`src/source/cim_pkg.sv`:
```
// ####################################################################
// CIM datapath package
// Widths, sizing constants and typedefs for the matrix-vector engine
// ####################################################################

package cim_pkg;

    // Array geometry
    localparam int NUM_ROWS = 8;
    localparam int NUM_COLS = 4;

    // Input word and trit-plane sizing
    localparam int INPUT_BITS = 5;
    localparam int NUM_TRITS = INPUT_BITS - 1;

    // ADC code width per column
    localparam int ADC_BITS = 4;

    // Column result width, enough for the full shift-and-add range
    localparam int ACC_BITS = 8;

    localparam int ROW_ADDR_BITS = $clog2(NUM_ROWS);

    // One signed input element
    typedef logic signed [INPUT_BITS-1:0] input_word_t;

    // One magnitude bit per row for a single trit plane
    typedef logic [NUM_ROWS-1:0] trit_plane_t;

    // Saturated column sum, -8 to 7
    typedef logic signed [ADC_BITS-1:0] adc_code_t;

    // Final signed column result
    typedef logic signed [ACC_BITS-1:0] acc_word_t;

    // Weight bits of one row, 1 is +1 and 0 is -1
    typedef logic [NUM_COLS-1:0] weight_row_t;

    // Row index into the cell array
    typedef logic [ROW_ADDR_BITS-1:0] row_addr_t;

endpackage

```
`src/source/cim_bus_pkg.sv`:
```
// ####################################################################
// CIM bus package
// Wishbone request and response structs and the array access struct
// ####################################################################

package cim_bus_pkg;

    import cim_pkg::*;

    // Host to slave, classic cycle
    typedef struct packed {
        logic        cyc;
        logic        stb;
        logic        we;
        row_addr_t   adr;
        weight_row_t dat;
    } wb_req_t;

    // Slave to host
    typedef struct packed {
        logic        ack;
        weight_row_t dat;
    } wb_rsp_t;

    // Single row access into the cell array
    typedef struct packed {
        logic        en;
        logic        we;
        row_addr_t   row;
        weight_row_t wdata;
    } array_acc_t;

endpackage

```
`src/source/array_arbiter.sv`:
```
// ####################################################################
// Array arbiter with Wishbone classic slave
// Grants the cell array to the host only while no MAC is using it
// ####################################################################

`timescale 1ns/1ps

module array_arbiter import cim_pkg::*, cim_bus_pkg::*; (
    input  logic        clk,
    input  logic        nrst,
    // Host port
    input  wb_req_t     wb_req_i,
    output wb_rsp_t     wb_rsp_o,
    // Sequencer status
    input  logic        mac_busy_i,
    input  logic        mac_start_i,
    // Array row port
    output array_acc_t  acc_o,
    input  weight_row_t rdata_i
);

    typedef enum logic {
        IDLE,
        ACK
    } arb_state_e;

    arb_state_e state_q;
    arb_state_e state_d;
    logic       host_req;
    logic       grant;

    assign host_req = wb_req_i.cyc && wb_req_i.stb;

    // MAC in flight or starting this cycle keeps the host waiting
    assign grant = (state_q == IDLE) && host_req && !mac_busy_i && !mac_start_i;

    always_comb begin
        state_d = state_q;
        case (state_q)
            IDLE: begin
                if (grant) begin
                    state_d = ACK;
                end
            end
            ACK: begin
                state_d = IDLE;
            end
            default: begin
                state_d = IDLE;
            end
        endcase
    end

    always_ff @(posedge clk) begin
        if (!nrst) begin
            state_q <= IDLE;
        end else begin
            state_q <= state_d;
        end
    end

    // Exactly one array access per granted cycle
    assign acc_o.en    = grant;
    assign acc_o.we    = wb_req_i.we;
    assign acc_o.row   = wb_req_i.adr;
    assign acc_o.wdata = wb_req_i.dat;

    // Read data is registered in the array, valid in the ack cycle
    assign wb_rsp_o.ack = (state_q == ACK);
    assign wb_rsp_o.dat = rdata_i;

endmodule

```
`src/source/cim_array_model.sv`:
```
// ####################################################################
// CIM cell array model
// Binary weight cells, per-plane column sums with saturating ADCs,
// and a single row read/write port for the host side
// ####################################################################

`timescale 1ns/1ps

module cim_array_model import cim_pkg::*, cim_bus_pkg::*; #(
    parameter int NUM_ROWS = cim_pkg::NUM_ROWS,
    parameter int NUM_COLS = cim_pkg::NUM_COLS,
    parameter int ADC_BITS = cim_pkg::ADC_BITS
) (
    input  logic                       clk,
    input  logic                       nrst,
    // MAC side
    input  trit_plane_t                data_p_i,
    input  trit_plane_t                data_n_i,
    input  logic                       mac_en_i,
    output adc_code_t [NUM_COLS-1:0]   adc_out_o,
    // Row access side
    input  array_acc_t                 acc_i,
    output weight_row_t                rdata_o
);

    // Column sum spans -NUM_ROWS to +NUM_ROWS
    localparam int SUM_BITS = $clog2(NUM_ROWS) + 2;
    localparam logic signed [SUM_BITS-1:0] SUM_ONE = 1;
    localparam logic signed [SUM_BITS-1:0] SUM_HI  = SUM_BITS'((2 ** (ADC_BITS - 1)) - 1);
    localparam logic signed [SUM_BITS-1:0] SUM_LO  = SUM_BITS'(-(2 ** (ADC_BITS - 1)));

    weight_row_t [NUM_ROWS-1:0]  cells_q;
    logic signed [SUM_BITS-1:0]  col_sum [NUM_COLS];
    adc_code_t   [NUM_COLS-1:0]  adc_d;

    // Signed dot product of one plane against each column
    always_comb begin
        for (int c = 0; c < NUM_COLS; c++) begin
            col_sum[c] = '0;
            for (int r = 0; r < NUM_ROWS; r++) begin
                // Row contributes only when exactly one of p and n is set
                if (data_p_i[r] ^ data_n_i[r]) begin
                    if (data_p_i[r] == cells_q[r][c]) begin
                        col_sum[c] = col_sum[c] + SUM_ONE;
                    end else begin
                        col_sum[c] = col_sum[c] - SUM_ONE;
                    end
                end
            end
        end
    end

    // ADC clipping
    always_comb begin
        for (int c = 0; c < NUM_COLS; c++) begin
            if (col_sum[c] > SUM_HI) begin
                adc_d[c] = adc_code_t'(SUM_HI);
            end else if (col_sum[c] < SUM_LO) begin
                adc_d[c] = adc_code_t'(SUM_LO);
            end else begin
                adc_d[c] = adc_code_t'(col_sum[c]);
            end
        end
    end

    // Conversion result, one cycle after the plane
    always_ff @(posedge clk) begin
        if (mac_en_i) begin
            adc_out_o <= adc_d;
        end
    end

    // Weight cells, cleared to all -1
    always_ff @(posedge clk) begin
        if (!nrst) begin
            cells_q <= '0;
        end else if (acc_i.en && acc_i.we) begin
            cells_q[acc_i.row] <= acc_i.wdata;
        end
    end

    // Row readback
    always_ff @(posedge clk) begin
        if (acc_i.en && !acc_i.we) begin
            rdata_o <= cells_q[acc_i.row];
        end
    end

endmodule

```
`src/source/cim_top.sv`:
```
// ####################################################################
// CIM accelerator top level
// Host port, MAC sequencer, arbiter and cell array
// ####################################################################

`timescale 1ns/1ps

module cim_top import cim_pkg::*, cim_bus_pkg::*; #(
    parameter int NUM_ROWS   = cim_pkg::NUM_ROWS,
    parameter int NUM_COLS   = cim_pkg::NUM_COLS,
    parameter int INPUT_BITS = cim_pkg::INPUT_BITS,
    parameter int ADC_BITS   = cim_pkg::ADC_BITS
) (
    input  logic                       clk,
    input  logic                       nrst,
    // Host Wishbone port
    input  wb_req_t                    wb_req_i,
    output wb_rsp_t                    wb_rsp_o,
    // MAC port
    input  input_word_t [NUM_ROWS-1:0] mac_data_i,
    input  logic                       mac_valid_i,
    output logic                       ready_o,
    output logic                       valid_o,
    output acc_word_t   [NUM_COLS-1:0] mac_data_o
);

    trit_plane_t               data_p;
    trit_plane_t               data_n;
    logic                      mac_en;
    logic                      mac_start;
    adc_code_t  [NUM_COLS-1:0] adc_out;
    array_acc_t                array_acc;
    weight_row_t               row_rdata;

    seq_acc #(
        .NUM_ROWS   (NUM_ROWS),
        .NUM_COLS   (NUM_COLS),
        .INPUT_BITS (INPUT_BITS),
        .ADC_BITS   (ADC_BITS)
    ) u_seq_acc (
        .clk         (clk),
        .nrst        (nrst),
        .mac_data_i  (mac_data_i),
        .mac_valid_i (mac_valid_i),
        .ready_o     (ready_o),
        .valid_o     (valid_o),
        .mac_data_o  (mac_data_o),
        .data_p_o    (data_p),
        .data_n_o    (data_n),
        .mac_en_o    (mac_en),
        .mac_start_o (mac_start),
        .adc_out_i   (adc_out)
    );

    array_arbiter u_array_arbiter (
        .clk         (clk),
        .nrst        (nrst),
        .wb_req_i    (wb_req_i),
        .wb_rsp_o    (wb_rsp_o),
        .mac_busy_i  (mac_en),
        .mac_start_i (mac_start),
        .acc_o       (array_acc),
        .rdata_i     (row_rdata)
    );

    cim_array_model #(
        .NUM_ROWS (NUM_ROWS),
        .NUM_COLS (NUM_COLS),
        .ADC_BITS (ADC_BITS)
    ) u_cim_array_model (
        .clk       (clk),
        .nrst      (nrst),
        .data_p_i  (data_p),
        .data_n_i  (data_n),
        .mac_en_i  (mac_en),
        .adc_out_o (adc_out),
        .acc_i     (array_acc),
        .rdata_o   (row_rdata)
    );

endmodule

```
`src/source/seq_acc.sv`:
```
// ####################################################################
// Bit-serial MAC sequencer
// Feeds trit planes MSB first into the array and combines the ADC
// codes of each column by doubling and adding into a held result
// ####################################################################

`timescale 1ns/1ps

module seq_acc import cim_pkg::*; #(
    parameter int NUM_ROWS   = cim_pkg::NUM_ROWS,
    parameter int NUM_COLS   = cim_pkg::NUM_COLS,
    parameter int INPUT_BITS = cim_pkg::INPUT_BITS,
    parameter int ADC_BITS   = cim_pkg::ADC_BITS
) (
    input  logic                       clk,
    input  logic                       nrst,
    // MAC handshake
    input  input_word_t [NUM_ROWS-1:0] mac_data_i,
    input  logic                       mac_valid_i,
    output logic                       ready_o,
    output logic                       valid_o,
    output acc_word_t   [NUM_COLS-1:0] mac_data_o,
    // Array side
    output trit_plane_t                data_p_o,
    output trit_plane_t                data_n_o,
    output logic                       mac_en_o,
    output logic                       mac_start_o,
    input  adc_code_t   [NUM_COLS-1:0] adc_out_i
);

    localparam int TRITS    = INPUT_BITS - 1;
    localparam int STAGES   = TRITS + 2;
    localparam int ACC_BITS = $bits(acc_word_t);

    trit_plane_t [TRITS-1:0]    pos_planes;
    trit_plane_t [TRITS-1:0]    neg_planes;
    trit_plane_t [TRITS-1:0]    pos_q;
    trit_plane_t [TRITS-1:0]    neg_q;
    logic        [STAGES-1:0]   tracker_q;
    acc_word_t   [NUM_COLS-1:0] acc_q;
    acc_word_t   [NUM_COLS-1:0] adc_ext;
    acc_word_t   [NUM_COLS-1:0] acc_step;
    logic                       accept;

    twos_to_bipolar #(
        .NUM_LANES (NUM_ROWS),
        .IN_BITS   (INPUT_BITS)
    ) u_twos_to_bipolar (
        .twos_i (mac_data_i),
        .pos_o  (pos_planes),
        .neg_o  (neg_planes)
    );

    assign accept      = mac_valid_i && ready_o;
    assign mac_start_o = accept;

    // Tracker bit k marks an item k+1 edges past acceptance
    always_ff @(posedge clk) begin
        if (!nrst) begin
            tracker_q <= '0;
        end else begin
            tracker_q <= {tracker_q[STAGES-2:0], accept};
        end
    end

    // Planes leave from the top, MSB plane first
    always_ff @(posedge clk) begin
        if (accept) begin
            pos_q <= pos_planes;
            neg_q <= neg_planes;
        end else begin
            pos_q <= {pos_q[TRITS-2:0], trit_plane_t'('0)};
            neg_q <= {neg_q[TRITS-2:0], trit_plane_t'('0)};
        end
    end

    assign data_p_o = pos_q[TRITS-1];
    assign data_n_o = neg_q[TRITS-1];

    // Busy on the array while any plane is still being applied
    assign mac_en_o = |tracker_q[TRITS-1:0];
    assign ready_o  = ~|tracker_q[TRITS-2:0];
    assign valid_o  = tracker_q[STAGES-1];

    always_comb begin
        for (int c = 0; c < NUM_COLS; c++) begin
            adc_ext[c]  = {{(ACC_BITS - ADC_BITS){adc_out_i[c][ADC_BITS-1]}}, adc_out_i[c]};
            acc_step[c] = (acc_q[c] <<< 1) + adc_ext[c];
        end
    end

    // First code loads, middle codes double and add
    always_ff @(posedge clk) begin
        if (tracker_q[1]) begin
            acc_q <= adc_ext;
        end else if (|tracker_q[TRITS-1:2]) begin
            acc_q <= acc_step;
        end
    end

    // Last plane lands straight in the result register
    always_ff @(posedge clk) begin
        if (!nrst) begin
            mac_data_o <= '0;
        end else if (tracker_q[TRITS]) begin
            mac_data_o <= acc_step;
        end
    end

endmodule

```
`src/source/twos_to_bipolar.sv`:
```
// ####################################################################
// Two's complement to bipolar trit planes
// Splits each signed word into positive and negative magnitude planes
// ####################################################################

`timescale 1ns/1ps

module twos_to_bipolar import cim_pkg::*; #(
    parameter int NUM_LANES = cim_pkg::NUM_ROWS,
    parameter int IN_BITS   = cim_pkg::INPUT_BITS
) (
    input  input_word_t [NUM_LANES-1:0] twos_i,
    output trit_plane_t [IN_BITS-2:0]   pos_o,
    output trit_plane_t [IN_BITS-2:0]   neg_o
);

    localparam int MAG_BITS = IN_BITS - 1;

    always_comb begin
        logic [IN_BITS-1:0]  abs_val;
        logic [MAG_BITS-1:0] mag;
        logic                sign;

        pos_o = '0;
        neg_o = '0;
        for (int l = 0; l < NUM_LANES; l++) begin
            sign    = twos_i[l][IN_BITS-1];
            abs_val = sign ? -twos_i[l] : twos_i[l];
            // Most negative word has no room in MAG_BITS, clamp it
            mag = abs_val[IN_BITS-1] ? '1 : abs_val[MAG_BITS-1:0];
            for (int k = 0; k < MAG_BITS; k++) begin
                pos_o[k][l] = !sign && mag[k];
                neg_o[k][l] = sign && mag[k];
            end
        end
    end

endmodule

```
`config.mk`:
```
export PLATFORM = sky130hd
export DESIGN_NAME = cim_top
export DESIGN_NICKNAME = d
export VERILOG_FILES = /design/src/source/cim_pkg.sv /design/src/source/cim_bus_pkg.sv /design/src/source/array_arbiter.sv /design/src/source/cim_array_model.sv /design/src/source/cim_top.sv /design/src/source/seq_acc.sv /design/src/source/twos_to_bipolar.sv
export SDC_FILE = /design/constraint.sdc
export NUM_CORES = 1
export LEC_CHECK = 0
export ABC_CLOCK_PERIOD_IN_PS = 14600
export BUFFER_PORTS_ARGS = -buffer_cell sky130_fd_sc_hd__buf_2
export CORE_MARGIN = 4
export CORE_UTILIZATION = 45
export CTS_CLUSTER_DIAMETER = 80
export DETAILED_ROUTE_END_ITERATION = 16
export GPL_TIMING_DRIVEN = 0
export HOLD_SLACK_MARGIN = 0.1
export PLACE_DENSITY = 0.7
export REMOVE_ABC_BUFFERS = 1
export SYNTH_ARGS = -nofsm -noshare
export SYNTH_HDL_FRONTEND = slang
export SYNTH_HIERARCHICAL = 1
export SYNTH_SLANG_ARGS = --single-unit
```
`constraint.sdc`:
```
create_clock -name clk -period 14.6 [get_ports clk]
set_input_delay 3.65 -clock clk [delete_from_list [all_inputs] [get_ports clk]]
set_output_delay 3.65 -clock clk [all_outputs]
set_load 0.005 [all_outputs]
```
==> flow_summary.toml, run 1 <==
[die]
initial_core_util_pct = 45.7
core_sq_um = 32500
die_x_um = 190
die_h_um = 190
fp-row-count = 66
die_area_sq_um = 36000
ios = 92

[synth]
muxShareOfSynthArea_pct = 10.1
synth-main-ff-cell = "dfxtp_1"
netlist_instances = 1607
synth_top_family_by_area = "simple AND/OR/NAND/NOR gates"
synth_adder_area_share_pct = 13.7
synthXorXnorAreaFrac_pct = 10.8
yosys_register_bits = 183
synthArstFlopShare_pct = 0
yosys.area_share.simple_pct = 16.1
synthTopCellsByArea = "dfxtp_1, edfxtp_1, ha_1"
synth-edff-count = 48
synth_cell_types = 84
yosysMostFrequentCell = "dfxtp_1"
avgSynthCellArea_sq_um = 9.24
yosysTopAreaCell = "dfxtp_1"
yosysWarnings = 6
seq_area_frac_synth_pct = 27.9
synth_top_area_share_pct = 18.2
syn-cell-area_sq_um = 14900
ys_top_cells_by_count = "dfxtp_1, nor2_1, ha_1"
synth_compound_area_share_pct = 15.5

[clock_network]
hold_buffers = 0
htreeDepth = 4
cts.clk_slew.worst_paths_ns = 0.07
numCtsBuffers = 17
cts_resized = 0
cts_sinks = 183
cts_max_path_buffers = 2
insertion_delay_ns = 0.44
cts_setup_buffers = 0
cts_root_buf = "clkbuf_16"
cts_tree = "yes"

[job]
max-cap-violations = 0

[critical_path]
critPathMaxStageDelay_ns = 0.97
cp_num_buf_inv = 4
crit_type = "reg -> reg"
cp.required_ns = 14.88
start_kind = "flop"
crit_arrival_ns = 11.08
critPathMaxFanout = 14
end_kind = "flop"
cpMaxStageDelayCell = "xor2_1"
crit_family = "adder cells"
critPathMostFrequentCell = "ha_1"

[power]
ir_drop_mv = 0.122
leakage_nw = 7.01
power_w = 0.00364
power.density_nw_per_um2 = 228

[timing]
rsz0062_at_grt = "false"
maxSlewHeadroom_pct = 9.05
finClkSkew_ns = 0.0142
worst_slew_pin_slew_ns = 1.36
min_period_ns = 10.80
period_share_pct = 74.0
tns_ns = 0
slew_violations = 0
setup_viol_count_final = 0
fmax_ghz = 0.0926
hold_viol = 0

[detailed_routing]
vias = 11400
drtAntennaViolNets = 0
drt-pass1-iter-count = 4
drt_wl_total_um = 32300
viasPerCell = 5.51
wire_per_inst_um = 15.6
drc = 0
dr.first_iter.drc_count = 498

[layout]
fin_area_sq_um = 15900
antennaDiodeCount = 0
final_nets = 1811
syn_to_final_growth_pct = 7.31
drive_gt1_share_pct = 14.4
utilization_pct = 49.0

[placement]
portBuffers = 91
placed_area_sq_um = 15400
place_congestion = 0.917
dpl.hpwl_um = 25100

[global_route]
grt_max_degree = 58
grt_pass1_vias = 11200
gr-total-overflow = 0
grt_pass1_wl_um = 53900
grt_usage_pct = 18.0
antenna_found_initial = 0

[status]
status = "complete, no violations"

[worst_hold_path]
hp-class = "reg -> reg"
==> logic make-up (layout without fill, tap and decap cells) <==
logic type | Yosys count | count (layout)
buffers and inverters | 189 | 216
AND/OR/NAND/NOR | 455 | 455
multiplexers | 142 | 142
AO/OA/AOI/OAI | 344 | 344
XOR/XNOR | 153 | 153
flip-flops | 183 | 183
adder cells (fa/ha/maj) | 141 | 141
==> state kept, by name, indices dropped and copies added (netlist names) <==
signal and flops:
u_array_arbiter/state_q 1, u_cim_array_model/adc_out_o 16, u_cim_array_model/cells_q 32, u_cim_array_model/rdata_o 4, u_seq_acc/acc_q 28, u_seq_acc/data_n_o 8, u_seq_acc/data_p_o 8, u_seq_acc/mac_data_o 32
u_seq_acc/neg_q 24, u_seq_acc/pos_q 24, u_seq_acc/tracker_q 6
==> area by class of cell <==
| class | count | area [sq um] |
|---|---|---|
| Clock buffer | 20 | 437 |
| Clock inverter | 12 | 101 |
| Fill cell | 3072 | 16600 |
| Inverter | 89 | 338 |
| Multi-Input combinational cell | 1235 | 9860 |
| Sequential cell | 183 | 4150 |
| Tap cell | 442 | 553 |
| Timing Repair Buffer | 95 | 505 |
==> layout by cell type (no fill, tap or decap), types with 67 or more instances in the layout <==
master	netlist	layout
a21oi_1	76	76
buf_2	8	91
dfxtp_1	135	134
ha_1	100	100
inv_1	83	83
mux2_2	67	67
mux2i_1	75	75
nand2_1	88	88
nor2_1	114	114
nor2b_1	74	74
xor2_1	69	69
==> per-layer routing <==
| layer | global-route usage (%) | wire (um) | up-vias |
|---|---|---|---|
| li1 | - | - | 5720 |
| met1 | 22.4 | 14500 | 5440 |
| met2 | 31.7 | 15700 | 214 |
| met3 | 2.55 | 1120 | 57 |
| met4 | 6.87 | 980 | 0 |
| met5 | 0 | 0 | - |
==> worst paths after layout <==
kind	startpoint	to	slack [ns]	cells after the start
max reg2reg	u_seq_acc/data_p_o[1]	u_cim_array_model/adc_out_o[14]	3.80	41
min reg2reg	u_cim_array_model/adc_out_o[4]	u_seq_acc/acc_q[8]	0.45	0
min	u_cim_array_model/adc_out_o[4]	u_seq_acc/acc_q[8]	0.45	0
max	u_seq_acc/data_p_o[1]	u_cim_array_model/adc_out_o[14]	3.80	41
==> through the flow <==
stage | hold slack, ns | setup WS (ns) | cells
2_1_floorplan | 0.426 | 5.52 | 1507
3_3_place_gp | 0.435 | 4.02 | 2040
3_5_place_dp | 0.434 | 3.93 | 2043
4_1_cts | 0.450 | 3.88 | 2075
5_1_grt | 0.467 | 2.89 | 2076
6_report | 0.447 | 3.80 | 2076
==> report_power, final <==
part / total, W / internal [W] / switching [W]
logic: 0.00252 / 0.00110 / 0.00142
registers: 0.000691 / 0.000646 / 0.0000457
clock network: 0.000424 / 0.000234 / 0.000190
total: 0.00364 / 0.00198 / 0.00166
==> worst register-to-register path, delay by kind of cell, from the launching register on <==
kind            cells  cell delay [ns]
fa+ha+maj           7             2.72
mux                 2             0.48
xor+xnor            6             2.68
flops               1             0.59
simple gates       11             1.74
compound gates     11             1.91
buf+inv             4             0.52
Note: power is estimated with default switching activity, not from simulation.
==> run 2, diff against run 1 <==
- ABC_CLOCK_PERIOD_IN_PS: 14600 -> 10200
- clock period: 14.6 -> 10.2 ns (I/O delays scaled with it)
==> run 2 against run 1 <==
Effect of this change: non-clock buffer count up 5; die area unchanged; clock power is 43% higher; highest routed layer unchanged.
==> flow_summary.toml, run 2 (same netlist as run 1, synthesis figures left out) <==
[timing]
maxSlewHeadroom_pct = 9.43
finalHoldWorstSlack_ns = 0.448
hold_viol = 0
min_period_ns = 9.50
slew_violations = 0
worst_slew_pin_slew_ns = 1.35
fmax_ghz = 0.105
rsz0062_at_grt = "false"
finClkSkew_ns = 0.0110
period_share_pct = 93.1
setup_viol_count_final = 0

[detailed_routing]
drt-pass1-iter-count = 5
drc = 0
wire_per_inst_um = 15.6
drtAntennaViolNets = 0
viasPerCell = 5.51
drt_wl_total_um = 32500
vias = 11500
dr.first_iter.drc_count = 504

[die]
initial_core_util_pct = 45.7
die_area_sq_um = 36000
core_sq_um = 32500
fp-row-count = 66
ios = 92
die_x_um = 190
die_h_um = 190

[power]
power.density_nw_per_um2 = 328
combinationalPowerShare_pct = 69.7
power_w = 0.00527
seq_power_share_pct = 18.8
p_sw_w = 0.00240
p_int_w = 0.00288
ir_drop_mv = 0.176
leakage_nw = 7.05
clockPowerShare_pct = 11.5
swShare_pct = 45.4

[placement]
portBuffers = 91
place_congestion = 0.917
dpl.hpwl_um = 25100

[critical_path]
startpoint = "u_seq_acc/data_p_o[0]"
start_kind = "flop"
critPathMaxStageDelay_ns = 0.50
crit_family = "adder cells"
cp_num_buf_inv = 4
critPathMostFrequentCell = "ha_1"
reg2reg_from = "u_seq_acc/data_p_o[0]"
cp.required_ns = 10.39
crit_arrival_ns = 9.69
critPathMaxFanout = 7
end_kind = "flop"
crit_type = "reg -> reg"
cpMaxStageDelayCell = "fa_1"

[clock_network]
cts_root_buf = "clkbuf_16"
cts_tree = "yes"
htreeDepth = 4
cts_max_path_buffers = 2
numCtsBuffers = 17
insertion_delay_ns = 0.44
cts.clk_slew.worst_paths_ns = 0.07
hold_buffers = 0
cts_sinks = 183

[layout]
drive_gt1_share_pct = 15.6
final_cell_mix = "dfxtp_1, nor2_1, ha_1"
final_nets = 1816
antennaDiodeCount = 0
multiInputGateArea_sq_um = 9960
fillers = 3044
syn_to_final_growth_pct = 8.27
final_common_cell = "dfxtp_1"
seq_area_sq_um = 4150
largestRegisters = "u_cim_array_model/cells_q: 32 flops, u_seq_acc/mac_data_o: 32 flops, u_seq_acc/acc_q: 28 flops"

[global_route]
gr-total-overflow = 0
grt_pass1_vias = 11200
grt_pass1_wl_um = 53900
antenna_found_initial = 0
grt_usage_pct = 18.0
grt_max_degree = 58

[job]
max-cap-violations = 0

[worst_hold_path]
hp-class = "reg -> reg"
hold_start = "u_cim_array_model/adc_out_o[4]"

[status]
status = "complete, no violations"
run 2: routing by layer:
layer,vias to the layer above,wire (um),track usage [%]
met2,205,15800,31.7
met5,-,0,0
met1,5478,14600,22.4
met4,0,967,6.87
met3,56,1060,2.55
li1,5732,-,-
run 2: layout make-up:
cell class                 instances  area share [%]
multi-input combinational       1235            61.9
sequential                       183            25.8
tap                              442            3.44
timing repair buffer             100            3.38
clock buffer                      20            2.72
inverter                          89            2.10
clock inverter                    12           0.630
run 2: path summary, 6_finish.rpt:
| check | end | slack (ns) | cells after the start |
|---|---|---|---|
| max reg2reg | u_cim_array_model/adc_out_o[14] | 0.70 | 43 |
| min reg2reg | u_seq_acc/acc_q[8] | 0.45 | 0 |
| max | u_cim_array_model/adc_out_o[14] | 0.70 | 43 |
| min | u_seq_acc/acc_q[8] | 0.45 | 0 |
run 2: through the flow:
stage          TNS, ns  util (%)  setup WS, ns  instances  area (sq um)
4_1_cts              0      49.1        0.0546       2075         16000
3_5_place_dp     -1.34      47.3        -0.473       2043         15400
3_3_place_gp    -0.924      47.1        -0.378       2040         15300
2_1_floorplan        0         -          1.12       1507         14300
6_report             0      49.4         0.699       2081         16100
5_1_grt              0      49.4        0.0526       2081         16100
run 2: power by group through the flow:
stage / Sequential, W / Clock (W) / Combinational (W)
floorplan: 0.000983 / 0 / 0.00289
global placement: 0.00100 / 0 / 0.00342
detailed placement: 0.00101 / 0 / 0.00356
CTS: 0.000991 / 0.000627 / 0.00360
global route: 0.00100 / 0.000654 / 0.00412
finish: 0.000992 / 0.000608 / 0.00367
run 2: repair_timing:
action | CTS | global route
pin swaps | 0 | 4
setup endpoints to repair | 4 | 4
resized for setup | 5 | 18
setup buffers | 0 | 5
==> run 3, diff against run 2 <==
- ABC_AREA: unset -> 1
- CORE_UTILIZATION: 45 -> 51
- PLACE_DENSITY: 0.7 -> 0.77
==> run 3 against run 2 <==
Effect of this change: critical path depth down 6; clock-buffer cell count unchanged; register-to-register slack improved by 1.1 ns; setup slack gained 1.1 ns; combinational power is 33% lower; clock skew increased by 0.0041 ns; wire length up 1.3%; synthesized cell count grew 30%; sequential power shrank 3.5%; non-clock buffer count decreased by 9; worst hold slack worse by 0.021 ns; clock power up 7.4%.
==> flow_summary.toml, run 3 <==
[critical_path]
ff2ff_setup_slack_ns = 1.81
worst-r2r-cell-count = 37
critPathMaxFanout = 5
crit_arrival_ns = 8.58
start_kind = "flop"
cpMaxStageDelayCell = "fa_1"
cp_num_buf_inv = 9
critPathMaxStageDelay_ns = 0.52
reg2reg_to = "u_cim_array_model/adc_out_o[0]"
cp.required_ns = 10.38
end_kind = "flop"
crit_type = "reg -> reg"
crit_family = "adder cells"
reg2reg_from = "u_seq_acc/data_n_o[0]"
critPathMostFrequentCell = "inv_1"

[power]
power_w = 0.00406
leakage_nw = 8.02
power.density_nw_per_um2 = 263
ir_drop_mv = 0.141

[timing]
fmax_ghz = 0.119
finClkSkew_ns = 0.0151
min_period_ns = 8.39
maxSlewHeadroom_pct = 15.5
hold_viol = 0
period_share_pct = 82.3
tns_ns = 0
rsz0062_at_grt = "false"
slew_violations = 0
worst_slew_pin_slew_ns = 1.27
setup_viol_count_final = 0

[detailed_routing]
drc = 0
wire_per_inst_um = 13.2
drtAntennaViolNets = 0
drt-pass1-iter-count = 8
viasPerCell = 5.26
drt_wl_total_um = 32900
vias = 13100
dr.first_iter.drc_count = 1032

[layout]
seq_area_sq_um = 4150
final_cell_mix = "nand2_1, inv_1, nor2_1"
multiInputGateArea_sq_um = 8650
drive_gt1_share_pct = 8.45
final_nets = 2296
syn_to_final_growth_pct = 6.73
fin_area_sq_um = 15400
final_common_cell = "nand2_1"
antennaDiodeCount = 0
fillers = 2641
largestRegisters = "u_cim_array_model/cells_q: 32 flops, u_seq_acc/mac_data_o: 32 flops, u_seq_acc/acc_q: 28 flops"

[global_route]
grt_pass1_vias = 12300
grt_usage_pct = 21.0
grt_pass1_wl_um = 55400
grt_max_degree = 67
antenna_found_initial = 0
gr-total-overflow = 0

[job]
max-cap-violations = 0

[die]
ios = 92
die_area_sq_um = 31100
die_x_um = 176
core_sq_um = 27900
fp-row-count = 61
die_h_um = 176
initial_core_util_pct = 51.9

[synth]
yosys_register_bits = 183
yosysMostFrequentCell = "nand2_1"
syn-cell-area_sq_um = 14500
seq_area_frac_synth_pct = 28.7
avgSynthCellArea_sq_um = 6.94
ys_top_cells_by_count = "nand2_1, inv_1, nor2_1"
synth-edff-count = 48
synthTopCellsByArea = "dfxtp_1, nand2_1, edfxtp_1"
yosysTopAreaCell = "dfxtp_1"
yosysWarnings = 6
netlist_instances = 2082
synth-main-ff-cell = "dfxtp_1"
synth_top_area_share_pct = 18.7
synth_cell_types = 45
synthArstFlopShare_pct = 0

[clock_network]
cts.clk_slew.worst_paths_ns = 0.08
hold_buffers = 0
cts_setup_buffers = 0
insertion_delay_ns = 0.44
cts_sinks = 183
htreeDepth = 4
cts_tree = "yes"
cts_root_buf = "clkbuf_16"
cts_resized = 0
cts_max_path_buffers = 2
numCtsBuffers = 17

[worst_hold_path]
hold-path-endpoint = "u_seq_acc/tracker_q[3]"
hp-class = "reg -> reg"
hold_start = "u_seq_acc/tracker_q[2]"
worstHoldPathCells = 2

[placement]
place_congestion = 0.958
dpl.hpwl_um = 25200
portBuffers = 91
placed_area_sq_um = 14800

[status]
status = "complete, no violations"
-- run 3: power breakdown --
part	internal (W)	switching [W]	leakage (nW)
Combinational	0.000920	0.00153	6.19
Clock	0.000342	0.000311	0.280
Sequential	0.000898	0.0000588	1.55
-- run 3: layout make-up --
cell class	count	share of cell area, %
multi-input cells	1514	56.1
flip-flops and latches	183	26.9
inverters	299	7.31
well taps	378	3.07
clock buffers	20	3.03
repair buffers	91	2.95
clock inverters	12	0.698
-- run 3: logic make-up (layout without fill, tap and decap cells) --
family	after synthesis	count (layout)	synth area share, %
compound gates	292	292	11.0
xor+xnor	94	94	6.22
fa+ha+maj	137	137	13.8
buf+inv	385	422	11.5
flops	183	183	28.7
mux	3	3	0.208
simple gates	988	988	28.6
-- run 3: stage by stage --
stage	hold WS, ns	setup slack [ns]	util (%)	instances
2_1_floorplan	0.403	2.90	-	1996
3_3_place_gp	0.405	2.00	53.3	2465
3_5_place_dp	0.410	1.89	53.3	2465
4_1_cts	0.422	1.86	55.4	2497
5_1_grt	0.443	1.05	55.4	2497
6_report	0.427	1.81	55.4	2497
-- run 3: worst register-to-register path, delay by kind of cell (launching register included) --
| family | cells | cell delay (ns) |
|---|---|---|
| xor gates and xnor gates | 3 | 0.64 |
| AOI/OAI and AO/OA | 9 | 2.25 |
| DFF | 1 | 0.42 |
| and+or+nand+nor | 9 | 0.79 |
| adders and majority gates | 7 | 2.94 |
| buffers and inverters | 9 | 1.11 |
-- run 3: worst max path at each step --
| stage | startpoint | endpoint | slack, ns | cells after the start |
|---|---|---|---|---|
| finish | u_seq_acc/data_n_o[0] | u_cim_array_model/adc_out_o[0] | 1.81 | 37 |
| global route | u_seq_acc/data_n_o[0] | u_cim_array_model/adc_out_o[1] | 1.05 | 37 |
| CTS | u_seq_acc/data_n_o[0] | u_cim_array_model/adc_out_o[0] | 1.86 | 33 |
| detailed placement | u_seq_acc/data_n_o[0] | u_cim_array_model/adc_out_o[0] | 1.89 | 33 |
| global placement | u_seq_acc/data_n_o[0] | u_cim_array_model/adc_out_o[0] | 2.00 | 33 |
| floorplan | u_seq_acc/data_n_o[0] | u_cim_array_model/adc_out_o[0] | 2.90 | 33 |
-- run 3: per-layer routing --
metal  GRT usage [%]  wire [um]  vias up  share of wire, %
li1                -          -     6664                 -
met1            26.9      14600     6010                44
met2            37.1      15900      387                48
met3            3.06       1650       65               5.0
met4            6.09        727        0               2.2
met5               0          0        -                 0
